File: src/hw/capture_pkg.sv
// ========================================
// Shared widths, types and FSM states for
// the triggered capture buffer
// ========================================
`default_nettype none

package capture_pkg;

    // Memory geometry, one window fills the whole RAM
    localparam int addr_width    = 6;
    localparam int capture_depth = 2 ** addr_width;

    // Field widths of a sample beat
    localparam int data_width = 32;
    localparam int dest_width = 8;
    localparam int user_width = 8;

    typedef logic [addr_width-1:0] buf_addr_t;

    // One extra bit so a full window of capture_depth beats can be counted
    typedef logic [addr_width:0] beat_count_t;

    typedef logic [data_width-1:0] sample_data_t;
    typedef logic [dest_width-1:0] dest_t;
    typedef logic [user_width-1:0] user_t;

    // Payload stored in the RAM and carried on both streams
    typedef struct packed {
        sample_data_t data;
        dest_t        dest;
        user_t        user;
    } stream_beat_t;

    typedef struct packed {
        stream_beat_t beat;
        logic         last;
    } stream_out_t;

    typedef enum logic [2:0] {
        cap_idle,
        cap_prefill,
        cap_armed,
        cap_postfill,
        cap_readout
    } capture_state_t;

endpackage

`default_nettype wire

File: src/hw/sample_ram.sv
// ========================================
// Dual-port beat memory with one-cycle
// registered read
// ========================================
`default_nettype none

module sample_ram (
    input  logic                      clock,
    input  logic                      wr_en,
    input  capture_pkg::buf_addr_t    wr_addr,
    input  capture_pkg::stream_beat_t wr_beat,
    input  logic                      rd_en,
    input  capture_pkg::buf_addr_t    rd_addr,
    output capture_pkg::stream_beat_t rd_beat
);

    import capture_pkg::*;

    stream_beat_t mem [capture_depth];

    always_ff @(posedge clock) begin
        if (wr_en) begin
            mem[wr_addr] <= wr_beat;
        end
    end

    // Read data holds its value when no read is issued
    always_ff @(posedge clock) begin
        if (rd_en) begin
            rd_beat <= mem[rd_addr];
        end
    end

endmodule

`default_nettype wire

File: src/hw/capture_control.sv
// ========================================
// Capture FSM: writes accepted beats and
// hands the finished window to readout
// ========================================
`default_nettype none

module capture_control (
    input  logic                      clock,
    input  logic                      arst_n,
    input  logic                      enable,
    input  logic                      trigger,
    input  capture_pkg::buf_addr_t    trigger_point,
    input  logic                      in_valid,
    input  capture_pkg::stream_beat_t in_beat,
    output logic                      in_ready,
    output logic                      full,
    output logic                      wr_en,
    output capture_pkg::buf_addr_t    wr_addr,
    output capture_pkg::stream_beat_t wr_beat,
    output logic                      readout_start,
    output capture_pkg::buf_addr_t    window_start,
    input  logic                      readout_done
);

    import capture_pkg::*;

    capture_state_t state;
    buf_addr_t      tp_q;
    buf_addr_t      wr_ptr;
    beat_count_t    beat_cnt;
    beat_count_t    cnt_inc;
    beat_count_t    post_total;
    logic           accept;
    logic           restart;

    assign in_ready = enable && (state == cap_prefill || state == cap_armed ||
                                 state == cap_postfill);
    assign accept   = in_valid && in_ready;
    assign full     = (state == cap_readout);

    assign wr_en   = accept;
    assign wr_addr = wr_ptr;
    assign wr_beat = in_beat;

    // After the last write the pointer has wrapped onto the oldest beat
    assign window_start = wr_ptr;

    assign cnt_inc    = beat_cnt + beat_count_t'(accept);
    assign post_total = beat_count_t'(capture_depth) - beat_count_t'(tp_q);

    // A new capture begins on the first enable and after every readout
    assign restart = (state == cap_idle && enable) || (state == cap_readout && readout_done);

    always_ff @(posedge clock or negedge arst_n) begin
        if (!arst_n) begin
            state         <= cap_idle;
            tp_q          <= '0;
            wr_ptr        <= '0;
            beat_cnt      <= '0;
            readout_start <= 1'b0;
        end else begin
            readout_start <= 1'b0;
            if (accept) begin
                wr_ptr <= wr_ptr + 1'b1;
            end
            if (restart) begin
                tp_q     <= trigger_point;
                beat_cnt <= '0;
                state    <= (trigger_point == '0) ? cap_armed : cap_prefill;
            end else begin
                case (state)
                    cap_prefill: begin
                        beat_cnt <= cnt_inc;
                        if (cnt_inc == beat_count_t'(tp_q)) begin
                            state <= cap_armed;
                        end
                    end
                    cap_armed: begin
                        // The beat taken with the trigger is post-trigger beat one
                        if (trigger && enable) begin
                            beat_cnt <= beat_count_t'(accept);
                            if (beat_count_t'(accept) == post_total) begin
                                state         <= cap_readout;
                                readout_start <= 1'b1;
                            end else begin
                                state <= cap_postfill;
                            end
                        end
                    end
                    cap_postfill: begin
                        beat_cnt <= cnt_inc;
                        if (cnt_inc == post_total) begin
                            state         <= cap_readout;
                            readout_start <= 1'b1;
                        end
                    end
                    cap_idle, cap_readout: begin
                        state <= state;
                    end
                    default: begin
                        state <= cap_idle;
                    end
                endcase
            end
        end
    end

    // Every write in a counting phase stays inside the beats that phase still owes
    assert property (@(posedge clock) disable iff (!arst_n)
        wr_en |-> (state == cap_prefill  ? beat_cnt < beat_count_t'(tp_q) :
                   state == cap_postfill ? beat_cnt < post_total : 1'b1));

    assert property (@(posedge clock) disable iff (!arst_n)
        readout_done |-> (state == cap_readout));

endmodule

`default_nettype wire

File: src/hw/readout_engine.sv
// ========================================
// Plays the captured window back, oldest
// beat first, through a two-entry queue
// ========================================
`default_nettype none

module readout_engine (
    input  logic                      clock,
    input  logic                      arst_n,
    input  logic                      readout_start,
    input  capture_pkg::buf_addr_t    window_start,
    output logic                      rd_en,
    output capture_pkg::buf_addr_t    rd_addr,
    input  capture_pkg::stream_beat_t rd_beat,
    output logic                      out_valid,
    output capture_pkg::stream_out_t  out_data,
    input  logic                      out_ready,
    output logic                      readout_done
);

    import capture_pkg::*;

    logic        busy;
    buf_addr_t   rd_ptr;
    beat_count_t issued;
    beat_count_t sent;
    logic        rd_pend;
    logic        rd_last_pend;
    logic        last_rd;
    logic        push;
    logic        pop;
    logic        room;
    stream_out_t q_mem [2];
    logic        q_head;
    logic        q_tail;
    logic [1:0]  q_count;

    assign pop  = out_valid && out_ready;
    assign push = rd_pend;

    // Occupancy seen by a read issued now, counting the beat already on rd_beat
    assign room = (q_count - {1'b0, pop} + {1'b0, rd_pend}) < 2'd2;

    assign rd_en   = busy && (issued != beat_count_t'(capture_depth)) && room;
    assign rd_addr = rd_ptr;
    assign last_rd = (issued == beat_count_t'(capture_depth - 1));

    assign out_valid = (q_count != 2'd0);
    assign out_data  = q_mem[q_head];

    always_ff @(posedge clock) begin
        if (push) begin
            q_mem[q_tail] <= '{beat: rd_beat, last: rd_last_pend};
        end
    end

    always_ff @(posedge clock or negedge arst_n) begin
        if (!arst_n) begin
            busy         <= 1'b0;
            rd_ptr       <= '0;
            issued       <= '0;
            sent         <= '0;
            rd_pend      <= 1'b0;
            rd_last_pend <= 1'b0;
            q_head       <= 1'b0;
            q_tail       <= 1'b0;
            q_count      <= 2'd0;
            readout_done <= 1'b0;
        end else begin
            rd_pend      <= rd_en;
            rd_last_pend <= rd_en && last_rd;
            readout_done <= pop && out_data.last;
            if (push) begin
                q_tail <= ~q_tail;
            end
            if (pop) begin
                q_head <= ~q_head;
            end
            q_count <= q_count + {1'b0, push} - {1'b0, pop};
            if (readout_start) begin
                busy   <= 1'b1;
                rd_ptr <= window_start;
                issued <= '0;
                sent   <= '0;
            end else if (busy) begin
                if (rd_en) begin
                    rd_ptr <= rd_ptr + 1'b1;
                    issued <= issued + 1'b1;
                end
                if (pop) begin
                    sent <= sent + 1'b1;
                    if (sent == beat_count_t'(capture_depth - 1)) begin
                        busy <= 1'b0;
                    end
                end
            end
        end
    end

    assert property (@(posedge clock) disable iff (!arst_n)
        (out_valid && !out_ready) |=> (out_valid && $stable(out_data)));

    // Read issue must leave space for every beat still coming back from the RAM
    assert property (@(posedge clock) disable iff (!arst_n)
        (push && !pop) |-> (q_count < 2'd2));

endmodule

`default_nettype wire

File: src/hw/capture_buffer.sv
// ========================================
// Triggered capture buffer top level
// ========================================
`default_nettype none

module capture_buffer (
    input  logic                      clock,
    input  logic                      arst_n,
    input  logic                      enable,
    input  logic                      trigger,
    input  capture_pkg::buf_addr_t    trigger_point,
    output logic                      full,
    input  logic                      in_valid,
    input  capture_pkg::stream_beat_t in_beat,
    output logic                      in_ready,
    output logic                      out_valid,
    output capture_pkg::stream_out_t  out_data,
    input  logic                      out_ready
);

    import capture_pkg::*;

    logic         wr_en;
    buf_addr_t    wr_addr;
    stream_beat_t wr_beat;
    logic         rd_en;
    buf_addr_t    rd_addr;
    stream_beat_t rd_beat;
    logic         readout_start;
    logic         readout_done;
    buf_addr_t    window_start;

    capture_control capture_control_inst (
        .clock         (clock),
        .arst_n        (arst_n),
        .enable        (enable),
        .trigger       (trigger),
        .trigger_point (trigger_point),
        .in_valid      (in_valid),
        .in_beat       (in_beat),
        .in_ready      (in_ready),
        .full          (full),
        .wr_en         (wr_en),
        .wr_addr       (wr_addr),
        .wr_beat       (wr_beat),
        .readout_start (readout_start),
        .window_start  (window_start),
        .readout_done  (readout_done)
    );

    sample_ram sample_ram_inst (
        .clock   (clock),
        .wr_en   (wr_en),
        .wr_addr (wr_addr),
        .wr_beat (wr_beat),
        .rd_en   (rd_en),
        .rd_addr (rd_addr),
        .rd_beat (rd_beat)
    );

    readout_engine readout_engine_inst (
        .clock         (clock),
        .arst_n        (arst_n),
        .readout_start (readout_start),
        .window_start  (window_start),
        .rd_en         (rd_en),
        .rd_addr       (rd_addr),
        .rd_beat       (rd_beat),
        .out_valid     (out_valid),
        .out_data      (out_data),
        .out_ready     (out_ready),
        .readout_done  (readout_done)
    );

endmodule

`default_nettype wire

File: config.mk
export PLATFORM = sky130hd
export DESIGN_NAME = capture_buffer
export DESIGN_NICKNAME = d
export VERILOG_FILES = /design/src/hw/capture_pkg.sv /design/src/hw/sample_ram.sv /design/src/hw/capture_control.sv /design/src/hw/readout_engine.sv /design/src/hw/capture_buffer.sv
export SDC_FILE = /design/constraint.sdc
export NUM_CORES = 2
export LEC_CHECK = 0
export BUFFER_PORTS_ARGS = -buffer_cell sky130_fd_sc_hd__buf_4
export CORE_MARGIN = 2
export CORE_UTILIZATION = 25
export CTS_BUF_LIST = sky130_fd_sc_hd__clkbuf_2
export DETAILED_ROUTE_END_ITERATION = 16
export GPL_TIMING_DRIVEN = 0
export PLACE_DENSITY = 0.39
export SLEW_MARGIN = 20
export SYNTH_ARGS = -nofsm -noshare
export SYNTH_HDL_FRONTEND = slang
export SYNTH_SLANG_ARGS = --single-unit
File: constraint.sdc
create_clock -name clock -period 7.7 [get_ports clock]
set_input_delay 0 -clock clock [delete_from_list [all_inputs] [get_ports clock]]
set_output_delay 0 -clock clock [all_outputs]
set_load 0.05 [all_outputs]
==> results.sh <==
export IMPL_place_gp_congestion=0.7304
export IMPL_root_buffer="clkbuf_2"
export IMPL_utilization_pct=30.42
export IMPL_floorplan_die_width_um=708.5
export IMPL_fin_setup_tns_ns=0
export IMPL_ff2ff_setup_slack_ns=2.13
export IMPL_slew_violations=0
export IMPL_avgViaCountPerCell=4.520
export IMPL_grt_pass1_wl_mm=541.8
export IMPL_fmax_mhz=179.4
export IMPL_numCtsBuffers=840
export IMPL_finalSetupViolations=0
export IMPL_grt_pass1_vias=65320
export IMPL_synth_seq_area_share_pct=78.90
export IMPL_pin_count=112
export IMPL_synth_main_ff_cell="edfxtp_1"
export IMPL_wl_per_cell_um=29.44
export IMPL_cp_max_fo=11
export IMPL_synth_area_um2=124100
export IMPL_syn_area_per_cell_um2=25.35
export IMPL_relSlewSlack_pct=20.06
export IMPL_ant_nets=0
export IMPL_dr_first_iter_drc_count=5446
export IMPL_drive_gt1_share_pct=42.37
export IMPL_hold_class="reg2reg"
export IMPL_hold_viol=0
export IMPL_worst_slew_pin_slew_ns=1.199
export IMPL_antenna_found_initial=47
export IMPL_end_kind="flop"
export IMPL_drcViolationCount=0
export IMPL_p_leak_uw=0.04785
export IMPL_synth_edff_count=3218
export IMPL_grt_max_degree=65
export IMPL_start_util_pct=25.13
export IMPL_setup_worst_path_start_class="flop"
export IMPL_period_share_pct=72.40
export IMPL_dp_hpwl_mm=276.0
export IMPL_synth_distinct_cells=50
export IMPL_overflow=0
export IMPL_clock_sinks=3269
export IMPL_r2r_cells=14
export IMPL_syn_to_final_growth_pct=21.08
export IMPL_status="finished clean"
export IMPL_yosysWarnings=0
export IMPL_synth_cells=4895
export IMPL_ir_drop_mv=0.1630
export IMPL_core_um2=493900
export IMPL_critical_path_class="reg2reg"
export IMPL_min_path_cells=0
export IMPL_synthTopCellsByArea="edfxtp_1 78%, mux4_2 18%, dfrtp_1 1.0%"
export IMPL_wl_mm=398.9
export IMPL_hold_start="sample_ram_inst.rd_beat[37]"
export IMPL_hold_end="readout_engine_inst.q_mem[1][38]"
export IMPL_synth_fp_nets=4966
export IMPL_first_pass_iters=5
export IMPL_synth_top_area_share_pct=77.87
export IMPL_synth_top_cell_by_area="edfxtp_1"
export IMPL_cts_tree="done"
export IMPL_rows=258
export IMPL_port_buffers=111
export IMPL_grt_usage_pct=15.62
export IMPL_r2r_start="capture_control_inst.state[2]"
export IMPL_drv_cap=0
export IMPL_fin_crit_ns=5.575
export IMPL_num_vias=61250
export IMPL_dieHeight_um=708.5
export IMPL_path_clk_slew_ns=0.10
export IMPL_whs_ns=0.4062
export IMPL_fin_skew_ns=0.1820
export IMPL_clk_latency_ns=2.31
export IMPL_worstPathArrival_ns=7.77
export IMPL_setup_ws_ns=2.125
export IMPL_place_ws_ns=2.888
export IMPL_rsz0062_at_grt="no"
export IMPL_cp_required_ns=9.89
export IMPL_cts_max_level=6
export IMPL_die_area_um2=502000
export IMPL_rr_endpoint="capture_control_inst.state[2]"
export IMPL_ys_ff_latch=3269
export IMPL_finalNetCount=6458
export IMPL_detailed_place_area_um2=138600
export IMPL_cts_buffer_depth=4
export IMPL_design_area_um2=150300
export IMPL_powerDensity_nw_per_um2=322.5
export IMPL_async_flop_share_pct=1.560
[registers in the layout (all words and copies together), names as in the netlist]
| name | cells |
|---|---|
| readout_engine_inst.rd_last_pend | 1 |
| capture_control_inst.readout_start | 1 |
| readout_engine_inst.sent | 7 |
| capture_control_inst.state | 3 |
| readout_engine_inst.push | 1 |
| readout_engine_inst.issued | 7 |
| readout_engine_inst.q_mem | 98 |
| capture_control_inst.window_start | 6 |
| readout_engine_inst.q_count | 2 |
| readout_engine_inst.q_tail | 1 |
| sample_ram_inst.mem | 3072 |
| readout_engine_inst.rd_addr | 6 |
| readout_engine_inst.readout_done | 1 |
| sample_ram_inst.rd_beat | 48 |
| readout_engine_inst.busy | 1 |
| readout_engine_inst.q_head | 1 |
| capture_control_inst.beat_cnt | 7 |
| capture_control_inst.tp_q | 6 |
[synth_stat cells, types with 3 or more instances]
cell,number
clkbuf_1,135
nand3b_1,3
buf_4,8
buf_1,41
and2_1,3
xor2_1,17
and3_1,8
mux4_2,1008
edfxtp_1,3218
dfrtp_1,51
nor3_1,5
mux2i_1,3
nor4_1,3
nand4_1,9
nor2b_1,6
a31oi_1,3
nand2b_1,3
nor2_1,97
o21ai_0,20
buf_2,66
mux2_2,54
a21oi_1,6
ha_1,11
nand2_1,30
buf_6,3
nand3_1,16
or3_1,3
inv_1,11
xnor2_1,25
[how the worst max path moves through the flow]
| stage | start | slack (ns) | depth (start not counted) | endpoint |
|---|---|---|---|---|
| 6_report | capture_control_inst.state[2] | 2.13 | 14 | capture_control_inst.state[2] |
| 5_1_grt | capture_control_inst.state[2] | 1.79 | 14 | capture_control_inst.state[2] |
| 4_1_cts | readout_engine_inst.q_head | 1.88 | 5 | out_data[38] |
| 3_5_place_dp | readout_engine_inst.rd_addr[1] | 2.89 | 8 | sample_ram_inst.rd_beat[7] |
| 3_3_place_gp | capture_control_inst.state[2] | -2.28 | 5 | sample_ram_inst.mem[7][22] |
| 2_1_floorplan | readout_engine_inst.q_count[1] | 3.21 | 14 | readout_engine_inst.issued[6] |
[timing repair]
item,in CTS,in global routing
endpoints found under the hold margin,6277,0
buffers inserted,0,0
gates resized for setup,0,0
hold buffers,303,0
setup endpoints to repair,0,0
[metal layers]
metal  vias up  GRT usage (%)  routed length, um
li1      24890              -                  -
met1     33720          20.81             171700
met2      2065          26.26             196400
met3       559          2.948              22070
met4         8          3.920               8609
met5         -              0                 54
[metrics by stage]
| step | power, uW | instances |
|---|---|---|
| 3_3_place_gp | 36660 | 11510 |
| 4_1_cts | 49590 | 13520 |
| 6_report | 48450 | 13550 |
| 5_1_grt | 50770 | 13540 |
| 3_5_place_dp | 37070 | 11740 |
| 2_1_floorplan | 29850 | 4895 |
[cells by family (layout without fill, tap and decap cells)]
family,count (synthesis),count (layout),share of synthesized area [%]
AOI/OAI and AO/OA,48,48,0.2501
xor gates and xnor gates,42,42,0.2964
adders and majority gates,11,11,0.1109
buffers and inverters,264,2393,0.9074
DFF,3269,3269,78.90
muxes,1065,1065,18.81
other,0,25,0
and+or+nand+nor,196,196,0.7290
[cell type report]
type                            count  area [um2]
Antenna cell                       25       62.56
Tap cell                         6500        8133
Sequential cell                  3269       97910
Multi-Input combinational cell   1362       25550
Fill cell                       48000      343600
Clock inverter                    250        1485
Buffer                            253        1184
Timing Repair Buffer              650        9742
Inverter                           11       41.29
Clock buffer                     1229        6151
[cells in the final DEF, fill, tap and decap left out, drive strengths merged, types with 3 or more instances in the layout]
cell	netlist	routed
nand3b	3	3
o21ai	20	20
nand2b	3	3
mux2i	3	3
or3	3	3
nor3	5	5
dlygate4sd3	0	253
diode	0	25
mux4	1008	1008
clkbuf	135	1364
mux2	54	54
and2	3	3
a31oi	3	3
nor2b	6	6
ha	11	11
clkinvlp	0	9
bufinv	0	14
buf	118	515
xor2	17	17
nand2	30	30
and3	8	8
nand4	9	9
xnor2	25	25
edfxtp	3218	3218
a21oi	6	6
nor4	3	3
clkinv	0	205
dfrtp	51	51
nor2	97	97
nand3	16	16
inv	11	33
[where the power goes]
group,leakage (uW),internal (uW),switching (uW),total [uW]
combinational,0.0125,6810,9210,16000
sequential,0.0296,20200,194,20400
clock,0.00581,4780,7290,12100
[critical path, stage by stage, from the launching register on]
cell and delay, ns:
dfrtp_1 0.39, nor2b_1 0.29, o211a_1 0.37, dlygate4sd3_1 0.70, clkbuf_1 0.63, ha_1 0.28, ha_1 0.26, nand3_1 0.25
or3_1 0.42, a221oi_1 0.31, a31oi_1 0.08, a221oi_1 0.57, a32o_1 0.23, dlygate4sd3_1 0.63, a21o_1 0.10
Note: power is estimated with default switching activity, not from simulation.
